$ cat src/verilog/au_params.svh
//##################################################
// arithmetic unit sizing: data width, data stack
// depth and apb address bits
//##################################################
`ifndef AU_PARAMS_SVH
`define AU_PARAMS_SVH

`define AU_DSZ      32      // data path width
`define AU_SS_DEPTH 16      // stack entries below tos
`define AU_SP_W     5       // holds 0..16
`define AU_ADDR_W   4       // apb byte address, 4 regs

`endif

$ cat src/verilog/au_pkg.sv
//##################################################
// arithmetic unit types: opcodes, stack actions,
// command word and status bit positions
//##################################################
package au_pkg;

    // jvm bytecode values where one exists
    typedef enum logic [7:0] {
        nop       = 8'h00,
        iconst_m1 = 8'h02,
        iconst_0  = 8'h03,
        iconst_1  = 8'h04,
        bipush    = 8'h10,
        pop       = 8'h57,
        dup       = 8'h59,
        swap      = 8'h5f,
        iadd      = 8'h60,
        isub      = 8'h64,
        imul      = 8'h68,
        idiv      = 8'h6c,
        irem      = 8'h70,
        ineg      = 8'h74,
        ishl      = 8'h78,
        ishr      = 8'h7a,
        iushr     = 8'h7c,
        iand      = 8'h7e,
        ior       = 8'h80,
        ixor      = 8'h82
    } opcode_t;

    typedef enum logic [1:0] {
        s_nop,
        s_push,
        s_pop,
        s_write                 // overwrite nos, swap only
    } stack_op_t;

    // cmd register word, seen as a whole or as op + imm
    typedef union packed {
        struct packed {
            opcode_t     op;
            logic [23:0] imm;   // sign extended on bipush
        } ins;
        logic [31:0] raw;
    } au_cmd_u;

    localparam int ST_BUSY     = 0;
    localparam int ST_OVF      = 1;
    localparam int ST_UNF      = 2;
    localparam int ST_DEPTH_LO = 8;
    localparam int ST_DEPTH_HI = 12;

endpackage

$ cat src/verilog/au_if.sv
//##################################################
// arithmetic unit internal buses: command path,
// alu operands and data stack control
//##################################################
`timescale 1ns/1ps
`include "au_params.svh"

interface au_cmd_if;
    import au_pkg::*;
    logic                cmd_valid;     // one cycle per accepted write
    au_cmd_u             cmd;           // held until next accept
    logic [1:0]          err_clr;       // {unf, ovf} clear mask
    logic                busy;
    logic [`AU_DSZ-1:0]  tos;
    logic [`AU_DSZ-1:0]  nos;
    logic                ovf;
    logic                unf;
    logic [`AU_SP_W-1:0] depth;         // entries below tos

    modport slave    (output cmd_valid, cmd, err_clr,
                      input  busy, tos, nos, ovf, unf, depth);
    modport dispatch (input  cmd_valid, cmd, err_clr,
                      output busy, tos, nos, ovf, unf, depth);
endinterface

interface au_alu_if;
    import au_pkg::*;
    opcode_t            code;
    logic [`AU_DSZ-1:0] tos;
    logic [`AU_DSZ-1:0] nos;
    logic               div_start;      // pulse
    logic [`AU_DSZ-1:0] result;
    logic               div_busy;
    logic               div_done;       // pulse, result valid

    modport dispatch (output code, tos, nos, div_start,
                      input  result, div_busy, div_done);
    modport alu      (input  code, tos, nos, div_start,
                      output result, div_busy, div_done);
endinterface

interface au_stack_if;
    import au_pkg::*;
    stack_op_t           op;
    logic [`AU_DSZ-1:0]  wdata;
    logic [`AU_DSZ-1:0]  nos;           // 0 when empty
    logic [`AU_SP_W-1:0] depth;
    logic                full;
    logic                empty;

    modport dispatch (output op, wdata, input nos, depth, full, empty);
    modport stack    (input op, wdata, output nos, depth, full, empty);
endinterface

$ cat src/verilog/au_apb_slave.sv
//##################################################
// apb front end: cmd issue with busy back-pressure,
// tos/nos/status readback, sticky error clear
//##################################################
`timescale 1ns/1ps
`include "au_params.svh"

module au_apb_slave (
    input  logic                  ctl,
    input  logic                  rst_n_i,
    input  logic                  psel_i,
    input  logic                  penable_i,
    input  logic                  pwrite_i,
    input  logic [`AU_ADDR_W-1:0] paddr_i,
    input  logic [31:0]           pwdata_i,
    output logic [31:0]           prdata_o,
    output logic                  pready_o,
    output logic                  pslverr_o,
    au_cmd_if.slave               cif
);
    import au_pkg::*;

    localparam logic [`AU_ADDR_W-1:0] A_CMD = 'h0;
    localparam logic [`AU_ADDR_W-1:0] A_TOS = 'h4;
    localparam logic [`AU_ADDR_W-1:0] A_NOS = 'h8;
    localparam logic [`AU_ADDR_W-1:0] A_STS = 'hc;

    logic               access;         // apb access phase
    logic               sel_cmd, sel_tos, sel_nos, sel_sts;
    logic               hit;
    logic               wr_cmd, wr_sts;
    logic [`AU_DSZ-1:0] status;

    assign access  = psel_i & penable_i;
    assign sel_cmd = paddr_i == A_CMD;
    assign sel_tos = paddr_i == A_TOS;
    assign sel_nos = paddr_i == A_NOS;
    assign sel_sts = paddr_i == A_STS;
    assign hit     = sel_cmd | sel_tos | sel_nos | sel_sts;

    // only a cmd write waits, and only while the unit is busy
    assign pready_o  = access & ~(pwrite_i & sel_cmd & cif.busy);
    assign pslverr_o = access & ~hit;   // unmapped, no side effect

    assign wr_cmd = pready_o & hit & pwrite_i & sel_cmd;
    assign wr_sts = pready_o & hit & pwrite_i & sel_sts;

    always_comb begin
        status = '0;
        status[ST_BUSY] = cif.busy;
        status[ST_OVF]  = cif.ovf;
        status[ST_UNF]  = cif.unf;
        status[ST_DEPTH_HI:ST_DEPTH_LO] = cif.depth;
    end

    always_comb begin
        case (paddr_i)
            A_TOS:   prdata_o = cif.tos;
            A_NOS:   prdata_o = cif.nos;
            A_STS:   prdata_o = status;
            default: prdata_o = '0;     // cmd is write only
        endcase
    end

    always_ff @(posedge ctl) begin
        if (!rst_n_i) begin
            cif.cmd_valid <= 1'b0;
            cif.err_clr   <= 2'b00;
        end else begin
            cif.cmd_valid <= wr_cmd;    // issue one cycle after accept
            cif.err_clr   <= wr_sts ? pwdata_i[ST_UNF:ST_OVF] : 2'b00;
        end
    end

    // command word, stays put while the op runs
    always_ff @(posedge ctl) begin
        if (wr_cmd) begin
            cif.cmd.raw <= pwdata_i;
        end
    end

endmodule

$ cat src/verilog/au_alu.sv
//##################################################
// alu datapath: add/sub/mul/neg, logic, shifts and
// a 32-cycle restoring signed divider
//##################################################
`timescale 1ns/1ps
`include "au_params.svh"

module au_alu (
    input  logic  ctl,
    input  logic  rst_n_i,
    au_alu_if.alu aif
);
    import au_pkg::*;

    localparam int MSB = `AU_DSZ - 1;
    localparam int CW  = $clog2(`AU_DSZ);

    logic [MSB:0]  a, b;                // nos, tos
    logic [CW-1:0] sh;
    logic [MSB:0]  quo, rem, dsr;
    logic [MSB:0]  q_out, r_out;
    logic [MSB+1:0] rem_sh, diff;
    logic [CW-1:0] cnt;
    logic          running;
    logic          neg_q, neg_r;

    assign a  = aif.nos;
    assign b  = aif.tos;
    assign sh = b[CW-1:0];              // low 5 bits of tos

    always_comb begin
        case (aif.code)
            iadd:    aif.result = a + b;
            isub:    aif.result = a - b;
            imul:    aif.result = a * b;        // low word only
            ineg:    aif.result = -b;
            iand:    aif.result = a & b;
            ior:     aif.result = a | b;
            ixor:    aif.result = a ^ b;
            ishl:    aif.result = a << sh;
            ishr:    aif.result = $signed(a) >>> sh;
            iushr:   aif.result = a >> sh;
            idiv:    aif.result = q_out;
            irem:    aif.result = r_out;
            default: aif.result = b;
        endcase
    end

    // one quotient bit per cycle on magnitudes
    assign rem_sh = {rem, quo[MSB]};
    assign diff   = rem_sh - {1'b0, dsr};

    // sign fixup, truncation toward zero
    assign q_out = neg_q ? -quo : quo;
    assign r_out = neg_r ? -rem : rem;

    assign aif.div_busy = running;

    always_ff @(posedge ctl) begin
        if (!rst_n_i) begin
            running      <= 1'b0;
            cnt          <= '0;
            aif.div_done <= 1'b0;
        end else begin
            aif.div_done <= running && cnt == CW'(MSB);   // last step
            if (aif.div_start) begin
                running <= 1'b1;
                cnt     <= '0;
            end else if (running) begin
                cnt <= cnt + 1'b1;
                if (cnt == CW'(MSB)) begin
                    running <= 1'b0;
                end
            end
        end
    end

    always_ff @(posedge ctl) begin
        if (aif.div_start) begin
            quo   <= a[MSB] ? -a : a;   // dividend shifts out as quotient fills
            dsr   <= b[MSB] ? -b : b;
            rem   <= '0;
            neg_r <= a[MSB];            // remainder follows dividend
            // zero divisor leaves quotient all ones, unsigned
            neg_q <= (a[MSB] ^ b[MSB]) & (|b);
        end else if (running) begin
            quo <= {quo[MSB-1:0], ~diff[MSB+1]};
            rem <= diff[MSB+1] ? rem_sh[MSB:0] : diff[MSB:0];   // restore on borrow
        end
    end

endmodule

$ cat src/verilog/au_data_stack.sv
//##################################################
// data stack below tos: register array, pointer,
// full/empty flags
//##################################################
`timescale 1ns/1ps
`include "au_params.svh"

module au_data_stack (
    input  logic      ctl,
    input  logic      rst_n_i,
    au_stack_if.stack sif
);
    import au_pkg::*;

    localparam int IW = $clog2(`AU_SS_DEPTH);

    logic [`AU_DSZ-1:0]  mem [`AU_SS_DEPTH];
    logic [`AU_SP_W-1:0] sp;            // next free slot = depth
    logic [`AU_SP_W-1:0] top;           // nos slot

    assign top       = sp - 1'b1;
    assign sif.depth = sp;
    assign sif.full  = sp == `AU_SP_W'(`AU_SS_DEPTH);
    assign sif.empty = sp == '0;
    assign sif.nos   = sif.empty ? '0 : mem[top[IW-1:0]];

    always_ff @(posedge ctl) begin
        if (!rst_n_i) begin
            sp <= '0;
        end else begin
            case (sif.op)
                s_push:  if (!sif.full) sp <= sp + 1'b1;
                s_pop:   if (!sif.empty) sp <= top;
                default: sp <= sp;      // nop, write keep depth
            endcase
        end
    end

    always_ff @(posedge ctl) begin
        if (sif.op == s_push && !sif.full) begin
            mem[sp[IW-1:0]] <= sif.wdata;       // old tos goes under
        end else if (sif.op == s_write && !sif.empty) begin
            mem[top[IW-1:0]] <= sif.wdata;      // swap
        end
    end

endmodule

$ cat src/verilog/au_dispatch.sv
//##################################################
// opcode sequencer: owns tos, merges alu and stack
// results, runs divides, keeps sticky ovf/unf
//##################################################
`timescale 1ns/1ps
`include "au_params.svh"

module au_dispatch (
    input  logic         ctl,
    input  logic         rst_n_i,
    au_cmd_if.dispatch   cif,
    au_alu_if.dispatch   aif,
    au_stack_if.dispatch sif
);
    import au_pkg::*;

    localparam logic [1:0] P_IDLE  = 2'd0;
    localparam logic [1:0] P_START = 2'd1;     // div_start cycle
    localparam logic [1:0] P_WAIT  = 2'd2;     // until div_done

    opcode_t             op;
    logic [1:0]          phase;
    logic [`AU_DSZ-1:0]  tos, tos_n;
    logic [`AU_DSZ-1:0]  imm_x;
    logic                tos_v, tv_n;   // tos holds a live value
    logic                ovf, unf;
    logic [`AU_SP_W-1:0] ldepth;        // logical depth incl. tos
    logic [1:0]          need;          // operands required
    logic                push, div_go;
    stack_op_t           st_op;
    logic                err_u, err_o;
    logic                exec;
    logic                tos_we;

    assign op     = cif.cmd.ins.op;
    assign imm_x  = {{(`AU_DSZ-24){cif.cmd.ins.imm[23]}}, cif.cmd.ins.imm};
    assign ldepth = sif.depth + `AU_SP_W'(tos_v);

    always_comb begin
        tos_n  = tos;
        tv_n   = tos_v;
        st_op  = s_nop;
        need   = 2'd0;
        push   = 1'b0;
        div_go = 1'b0;
        case (op)
            iconst_m1: begin push = 1'b1; tos_n = '1;             end
            iconst_0:  begin push = 1'b1; tos_n = '0;             end
            iconst_1:  begin push = 1'b1; tos_n = `AU_DSZ'(1);   end
            bipush:    begin push = 1'b1; tos_n = imm_x;          end
            dup: begin
                need = 2'd1;
                push = 1'b1;            // tos_n stays tos
            end
            pop: begin
                need  = 2'd1;
                tos_n = sif.nos;        // 0 once the stack runs dry
                tv_n  = ~sif.empty;
                st_op = sif.empty ? s_nop : s_pop;
            end
            swap: begin
                need  = 2'd2;
                tos_n = sif.nos;
                st_op = s_write;        // old tos into nos slot
            end
            iadd, isub, imul, iand, ior, ixor, ishl, ishr, iushr: begin
                need  = 2'd2;
                tos_n = aif.result;
                st_op = s_pop;
            end
            ineg: begin
                need  = 2'd1;
                tos_n = aif.result;
            end
            idiv, irem: begin
                need   = 2'd2;
                div_go = 1'b1;          // result lands after div_done
            end
            default: need = 2'd0;       // nop and unknown codes
        endcase
        if (push) begin
            tv_n = 1'b1;
            if (tos_v) st_op = s_push;  // empty machine only fills tos
        end
        if (phase == P_WAIT) begin      // divide write-back
            tos_n  = aif.result;
            tv_n   = 1'b1;
            st_op  = s_pop;
            div_go = 1'b0;
        end
    end

    assign err_u  = cif.cmd_valid & (ldepth < `AU_SP_W'(need));
    assign err_o  = cif.cmd_valid & push & tos_v & sif.full;   // logical depth 17
    assign exec   = (cif.cmd_valid & ~err_u & ~err_o) | (phase == P_WAIT & aif.div_done);
    assign tos_we = exec & ~div_go;

    assign sif.op    = exec ? st_op : s_nop;
    assign sif.wdata = tos;

    always_ff @(posedge ctl) begin
        if (!rst_n_i) begin
            phase <= P_IDLE;
            tos   <= '0;
            tos_v <= 1'b0;
            ovf   <= 1'b0;
            unf   <= 1'b0;
        end else begin
            if (tos_we) begin
                tos   <= tos_n;
                tos_v <= tv_n;
            end
            case (phase)
                P_IDLE:  if (exec && div_go) phase <= P_START;
                P_START: phase <= P_WAIT;
                default: if (aif.div_done) phase <= P_IDLE;
            endcase
            if (cif.err_clr[0]) ovf <= 1'b0;
            if (cif.err_clr[1]) unf <= 1'b0;
            if (err_o) ovf <= 1'b1;     // set wins
            if (err_u) unf <= 1'b1;
        end
    end

    // busy from issue through the div_done cycle
    assign cif.busy  = cif.cmd_valid | (phase != P_IDLE) | aif.div_busy;
    assign cif.tos   = tos;
    assign cif.nos   = sif.nos;
    assign cif.ovf   = ovf;
    assign cif.unf   = unf;
    assign cif.depth = sif.depth;

    assign aif.code      = op;
    assign aif.tos       = tos;
    assign aif.nos       = sif.nos;
    assign aif.div_start = phase == P_START;

endmodule

$ cat src/verilog/au_top.sv
//##################################################
// stack machine arithmetic unit, apb slave top
//##################################################
`timescale 1ns/1ps
`include "au_params.svh"

module au_top (
    input  logic                  ctl,
    input  logic                  rst_n_i,
    input  logic                  psel_i,
    input  logic                  penable_i,
    input  logic                  pwrite_i,
    input  logic [`AU_ADDR_W-1:0] paddr_i,
    input  logic [31:0]           pwdata_i,
    output logic [31:0]           prdata_o,
    output logic                  pready_o,
    output logic                  pslverr_o
);

    au_cmd_if   cmd_if ();              // slave <-> dispatch
    au_alu_if   alu_if ();              // dispatch <-> alu
    au_stack_if stk_if ();              // dispatch <-> stack

    au_apb_slave u_apb (
        .ctl       (ctl),
        .rst_n_i   (rst_n_i),
        .psel_i    (psel_i),
        .penable_i (penable_i),
        .pwrite_i  (pwrite_i),
        .paddr_i   (paddr_i),
        .pwdata_i  (pwdata_i),
        .prdata_o  (prdata_o),
        .pready_o  (pready_o),
        .pslverr_o (pslverr_o),
        .cif       (cmd_if.slave)
    );

    au_dispatch u_disp (
        .ctl     (ctl),
        .rst_n_i (rst_n_i),
        .cif     (cmd_if.dispatch),
        .aif     (alu_if.dispatch),
        .sif     (stk_if.dispatch)
    );

    au_alu u_alu (
        .ctl     (ctl),
        .rst_n_i (rst_n_i),
        .aif     (alu_if.alu)
    );

    au_data_stack u_stack (
        .ctl     (ctl),
        .rst_n_i (rst_n_i),
        .sif     (stk_if.stack)
    );

endmodule

$ cat config.mk
export PLATFORM = sky130hd
export DESIGN_NAME = au_top
export DESIGN_NICKNAME = d
export VERILOG_FILES = /design/src/verilog/au_pkg.sv /design/src/verilog/au_if.sv /design/src/verilog/au_apb_slave.sv /design/src/verilog/au_alu.sv /design/src/verilog/au_data_stack.sv /design/src/verilog/au_dispatch.sv /design/src/verilog/au_top.sv
export VERILOG_INCLUDE_DIRS = /design/src /design/src/verilog
export SDC_FILE = /design/constraint.sdc
export NUM_CORES = 2
export LEC_CHECK = 0
export BUFFER_PORTS_ARGS = -buffer_cell sky130_fd_sc_hd__buf_2
export CORE_MARGIN = 2
export CORE_UTILIZATION = 25
export CTS_CLUSTER_DIAMETER = 30
export DETAILED_ROUTE_END_ITERATION = 7
export GPL_TIMING_DRIVEN = 0
export PLACE_DENSITY_LB_ADDON = 0.3
export SYNTH_ARGS = -nofsm -noshare
export SYNTH_HDL_FRONTEND = slang
export SYNTH_SLANG_ARGS = --single-unit
$ cat constraint.sdc
create_clock -name ctl -period 22.8 [get_ports ctl]
set_input_delay 2.28 -clock ctl [delete_from_list [all_inputs] [get_ports ctl]]
set_output_delay 2.28 -clock ctl [all_outputs]
set_load 0.03 [all_outputs]
==> results by stage <==
Floorplanning:
- The area of the core is 222,000 um2.
- The starting utilization of the core area is 25.1%.
- The number of primary I/O pins is 75.
- The die height is 476 um.
- The full die area is 226,000 um2.
- The number of rows in the core area is 173.
- The die is 476 um wide.

Worst setup path:
- The worst setup path is launched from a flip-flop.
- The worst setup path is of the reg -> reg kind.
- The worst setup path is captured at a flip-flop.
- The cell family with the largest share of critical-path delay is adder cells.
- The peak per-stage delay on the critical path is 1.19 ns.
- In this design, the critical path's most frequently occurring cell is sky130_fd_sc_hd__fa_1.
- The buffer and inverter count on the worst path is 11.
- For the worst setup path, the data required time is 23.46 ns.
- The endpoint arrival time on the critical path is 15.41 ns.
- Along the worst path, the maximum fanout reaches 11.
- The master of the slowest instance on the critical path is sky130_fd_sc_hd__a21oi_1.

Detailed routing:
- Dividing the detail-routed wire length by the instance count gives 33.4 um.
- The total number of vias is 47,100.
- The DRC marker count from the first detailed-route iteration is 6,151.
- The post-detailed-route count of antenna-violating nets is 0.
- The highest routed metal layer is met5.
- Detailed routing placed a total of 26.2 mm of wire on met3.
- The total wire length after detailed routing is 292 mm.
- The mean number of vias per cell is 5.40.
- The total DRC errors in the routed layout is 0.
- The routed design uses 127 mm of met2 wire.
- The number of iterations in the first detailed-routing pass is 6.
- After detailed routing, the wire length on met1 is 116 mm.

Timing:
- The final critical path time including I/O delays and setup is 14.75 ns.
- The total negative slack for setup checks is 0 ns.
- The final-report max-slew violation count is 103.
- After layout, the worst path uses 64.7% of the clock period.
- The worst setup skew after layout is 0.0514 ns.
- The final hold violation count is 0.
- Setup repair after global routing left no endpoint under its margin.
- In this run the tightest slew margin relative to its limit is -10.2%.
- The pin slew with the least headroom to its limit is 1.65 ns.
- The final setup violation count is 0.
- The maximum frequency from static timing analysis is 67.8 MHz.

Synthesis:
- Averaged over all synthesized cells, the footprint is 10.4 um2.
- The Yosys warning count is 0.
- In the post-synthesis netlist, the biggest area contributors are sky130_fd_sc_hd__edfxtp_1, sky130_fd_sc_hd__fa_1, sky130_fd_sc_hd__mux4_2.
- The cell taking the most area after synthesis is sky130_fd_sc_hd__edfxtp_1.
- In this run, synthesis inferred 610 flip-flops with an integrated enable.
- The count of mapped cells out of synthesis is 5,368.
- The synthesis-stage register bit count is 694.
- The area share of the largest cell type after synthesis is 32.9%.
- The most instantiated flip-flop cell in the synthesis netlist is sky130_fd_sc_hd__edfxtp_1.
- The summed instance area of the synthesized netlist is 55,700 um2.
- After synthesis, the share of flip-flops with an asynchronous set or reset is 0%.
- In this run, distinct cell masters in the synthesized netlist total 97.
- Synthesis produced a netlist with a net count of 6,082.
- The sequential share of the synthesized area is 35.9%.

Global route:
- The remaining global-route overflow is 0.
- The first global-routing pass estimated 395 mm of wire.
- The initial antenna violation count came to 38.
- Entering global routing, the biggest net connects 44 pins.
- The via count of the first global-routing pass was 46,500.
- Global routing consumed, over all layers together, 25.5% of the routing resources.

Clock tree:
- Post-CTS repair changed the size of 0 cells.
- The total CTS buffers is 146.
- Counting along the longest clock path gives a buffer depth of 3.
- The CTS clock-pin slew for the worst setup and hold paths is 0.04 ns.
- Clock tree synthesis selected as its root buffer the cell sky130_fd_sc_hd__clkbuf_16.
- The H-tree depth is 4.
- The CTS tree is done.
- The clock sink total is 694.
- The post-CTS setup buffer count is 0.
- The number of hold buffers added after CTS was 0.
- Clock latency on the worst-skew pair, taken at its later pin, is 0.79 ns.

Power and ir drop:
- The design internal power is 0.00282 W.
- The proportion of total power due to net switching is 23.8%.
- Sequential cells burn 37.7% of the power.
- The worst voltage drop across the vdd grid is 69.2 uV.
- Dividing total power by cell area gives a power density of 56.4 nW/um2.
- Of the total power, the clock network draws 57.8%.
- The analysis attributes to net switching a power of 0.000878 W.
- The leakage power of the design is 25.6 nW.
- Combinational logic is responsible for 4.5% of the overall power.
- The post-route total power is 0.00370 W.

Run status:
- The run finished, with violations left.
- The final reports fail on capacitance limit, slew limit.

Run:
- Across the run, the number of max-cap violations was 11.

Place:
- The cell total after placement is 8,443.
- The wire-length estimate of the detail-placed layout is 223 mm.
- Input and output buffers added on the ports amount to 73.
- The placer's final routability congestion estimate is 1.08.

Final layout:
- The area growth from synthesis to layout is 17.7%.
- Of the cells placed in the final design, the portion with a size suffix greater than 1 is 11.7%.
- In the final design database the tool counted 6,331 nets.
- For this run, the number of standard cells in the final layout without fillers is 8,725.

Hold path:
- The min-delay analysis places its worst path in the category reg -> reg.
## final cells by class
class | count | area, um2
diodes | 14 | 35.0
plain buffers | 340 | 1530
clock buffers | 170 | 3820
clock inverters | 97 | 1190
fillers | 23100 | 156000
inverters | 520 | 1950
multi-input cells | 3814 | 32300
flip-flops and latches | 694 | 20000
well taps | 2975 | 3720
repair buffers | 101 | 886
## power by group through the flow
stage	registers, W	clock network [W]	logic, W
floorplan	0.00141	0	0.000116
global placement	0.00142	0	0.000160
detailed placement	0.00142	0	0.000163
CTS	0.00139	0.00216	0.000164
global route	0.00139	0.00223	0.000182
finish	0.00139	0.00214	0.000166
## stage by stage
stage / util [%] / hold slack, ns / setup slack [ns] / instance area (um2)
finish: 29.5 / 0.509 / 8.05 / 65500
global route: 29.5 / 0.567 / 7.80 / 65500
CTS: 29.5 / 0.517 / 8.15 / 65400
detailed placement: 27.2 / 0.505 / 8.21 / 60400
global placement: 26.9 / 0.486 / 8.16 / 59700
floorplan: - / 0.456 / 12.82 / 55700
## state kept, by name (all words and copies together), names as in the netlist, 2 cells and up
| name | cells |
|---|---|
| u_alu.cnt | 5 |
| u_alu.dsr | 32 |
| u_alu.quo | 32 |
| u_alu.rem | 32 |
| u_apb.cif.cmd | 32 |
| u_apb.cif.err_clr | 2 |
| u_disp.aif.tos | 32 |
| u_disp.phase | 2 |
| u_stack.mem | 512 |
| u_stack.sif.depth | 5 |
## layout by cell type (no fill, tap or decap), drive strengths merged, types with 26 or more instances in the layout
cell,n
a211oi,30
a21o,48
a21oi,281
a221oi,44
a31oi,40
and2,38
buf,195
clkbuf,416
clkinv,72
dfxtp,84
edfxtp,610
fa,410
ha,263
inv,520
mux2,31
mux2i,109
mux4,154
nand2,554
nand3,47
nand4,26
nor2,626
nor3,66
o211ai,47
o21ai,292
o31ai,37
or3,27
xnor2,257
xor2,62
## worst min-delay path: stages, from the launching register on
cell and delay, ns:
sky130_fd_sc_hd__dfxtp_1 0.33, sky130_fd_sc_hd__xor2_1 0.07, sky130_fd_sc_hd__nor2_1 0.08
## final timing paths
check | cells past startpoint | end | from | slack, ns
worst max-delay path | 39 | u_disp.aif.tos[31] | u_stack.sif.depth[0] | 8.05
worst min register to register | 2 | u_alu.cnt[3] | u_alu.cnt[3] | 0.51
worst min-delay path | 2 | u_alu.cnt[3] | u_alu.cnt[3] | 0.51
worst max register to register | 39 | u_disp.aif.tos[31] | u_stack.sif.depth[0] | 8.05
## Yosys cell counts (27+ instances only)
library cell,count
sky130_fd_sc_hd__nor2_1,623
sky130_fd_sc_hd__edfxtp_1,610
sky130_fd_sc_hd__nand2_1,550
sky130_fd_sc_hd__inv_1,488
sky130_fd_sc_hd__fa_1,410
sky130_fd_sc_hd__o21ai_0,285
sky130_fd_sc_hd__a21oi_1,280
sky130_fd_sc_hd__ha_1,263
sky130_fd_sc_hd__xnor2_1,256
sky130_fd_sc_hd__clkbuf_1,245
sky130_fd_sc_hd__mux4_2,149
sky130_fd_sc_hd__mux2i_1,109
sky130_fd_sc_hd__dfxtp_1,84
sky130_fd_sc_hd__nor3_1,63
sky130_fd_sc_hd__xor2_1,61
sky130_fd_sc_hd__a21o_1,48
sky130_fd_sc_hd__nand3_1,47
sky130_fd_sc_hd__o211ai_1,46
sky130_fd_sc_hd__a221oi_1,44
sky130_fd_sc_hd__a31oi_1,40
sky130_fd_sc_hd__buf_1,38
sky130_fd_sc_hd__o31ai_1,37
sky130_fd_sc_hd__and2_1,34
sky130_fd_sc_hd__mux2_2,31
sky130_fd_sc_hd__a211oi_1,27
## per-layer routing
metal  vias to the layer above  global-route usage, %
met5                         -                      0
met4                        14                   16.1
met3                       810                   5.96
met2                      2697                   38.7
met1                     24300                   32.5
li1                      19300                      -
## cell families (layout without fill, tap and decap cells)
logic type / Yosys count / in the layout / share of synthesized area (%)
DFF: 694 / 694 / 35.9
other: 0 / 14 / 0
AOI/OAI and AO/OA: 1018 / 1018 / 11.5
muxes: 294 / 294 / 8.85
xor gates and xnor gates: 321 / 321 / 5.13
buffers and inverters: 860 / 1228 / 6.23
and+or+nand+nor: 1508 / 1508 / 11.7
adders and majority gates: 673 / 673 / 20.7
No activity file was read; power rests on OpenSTA's default activity.
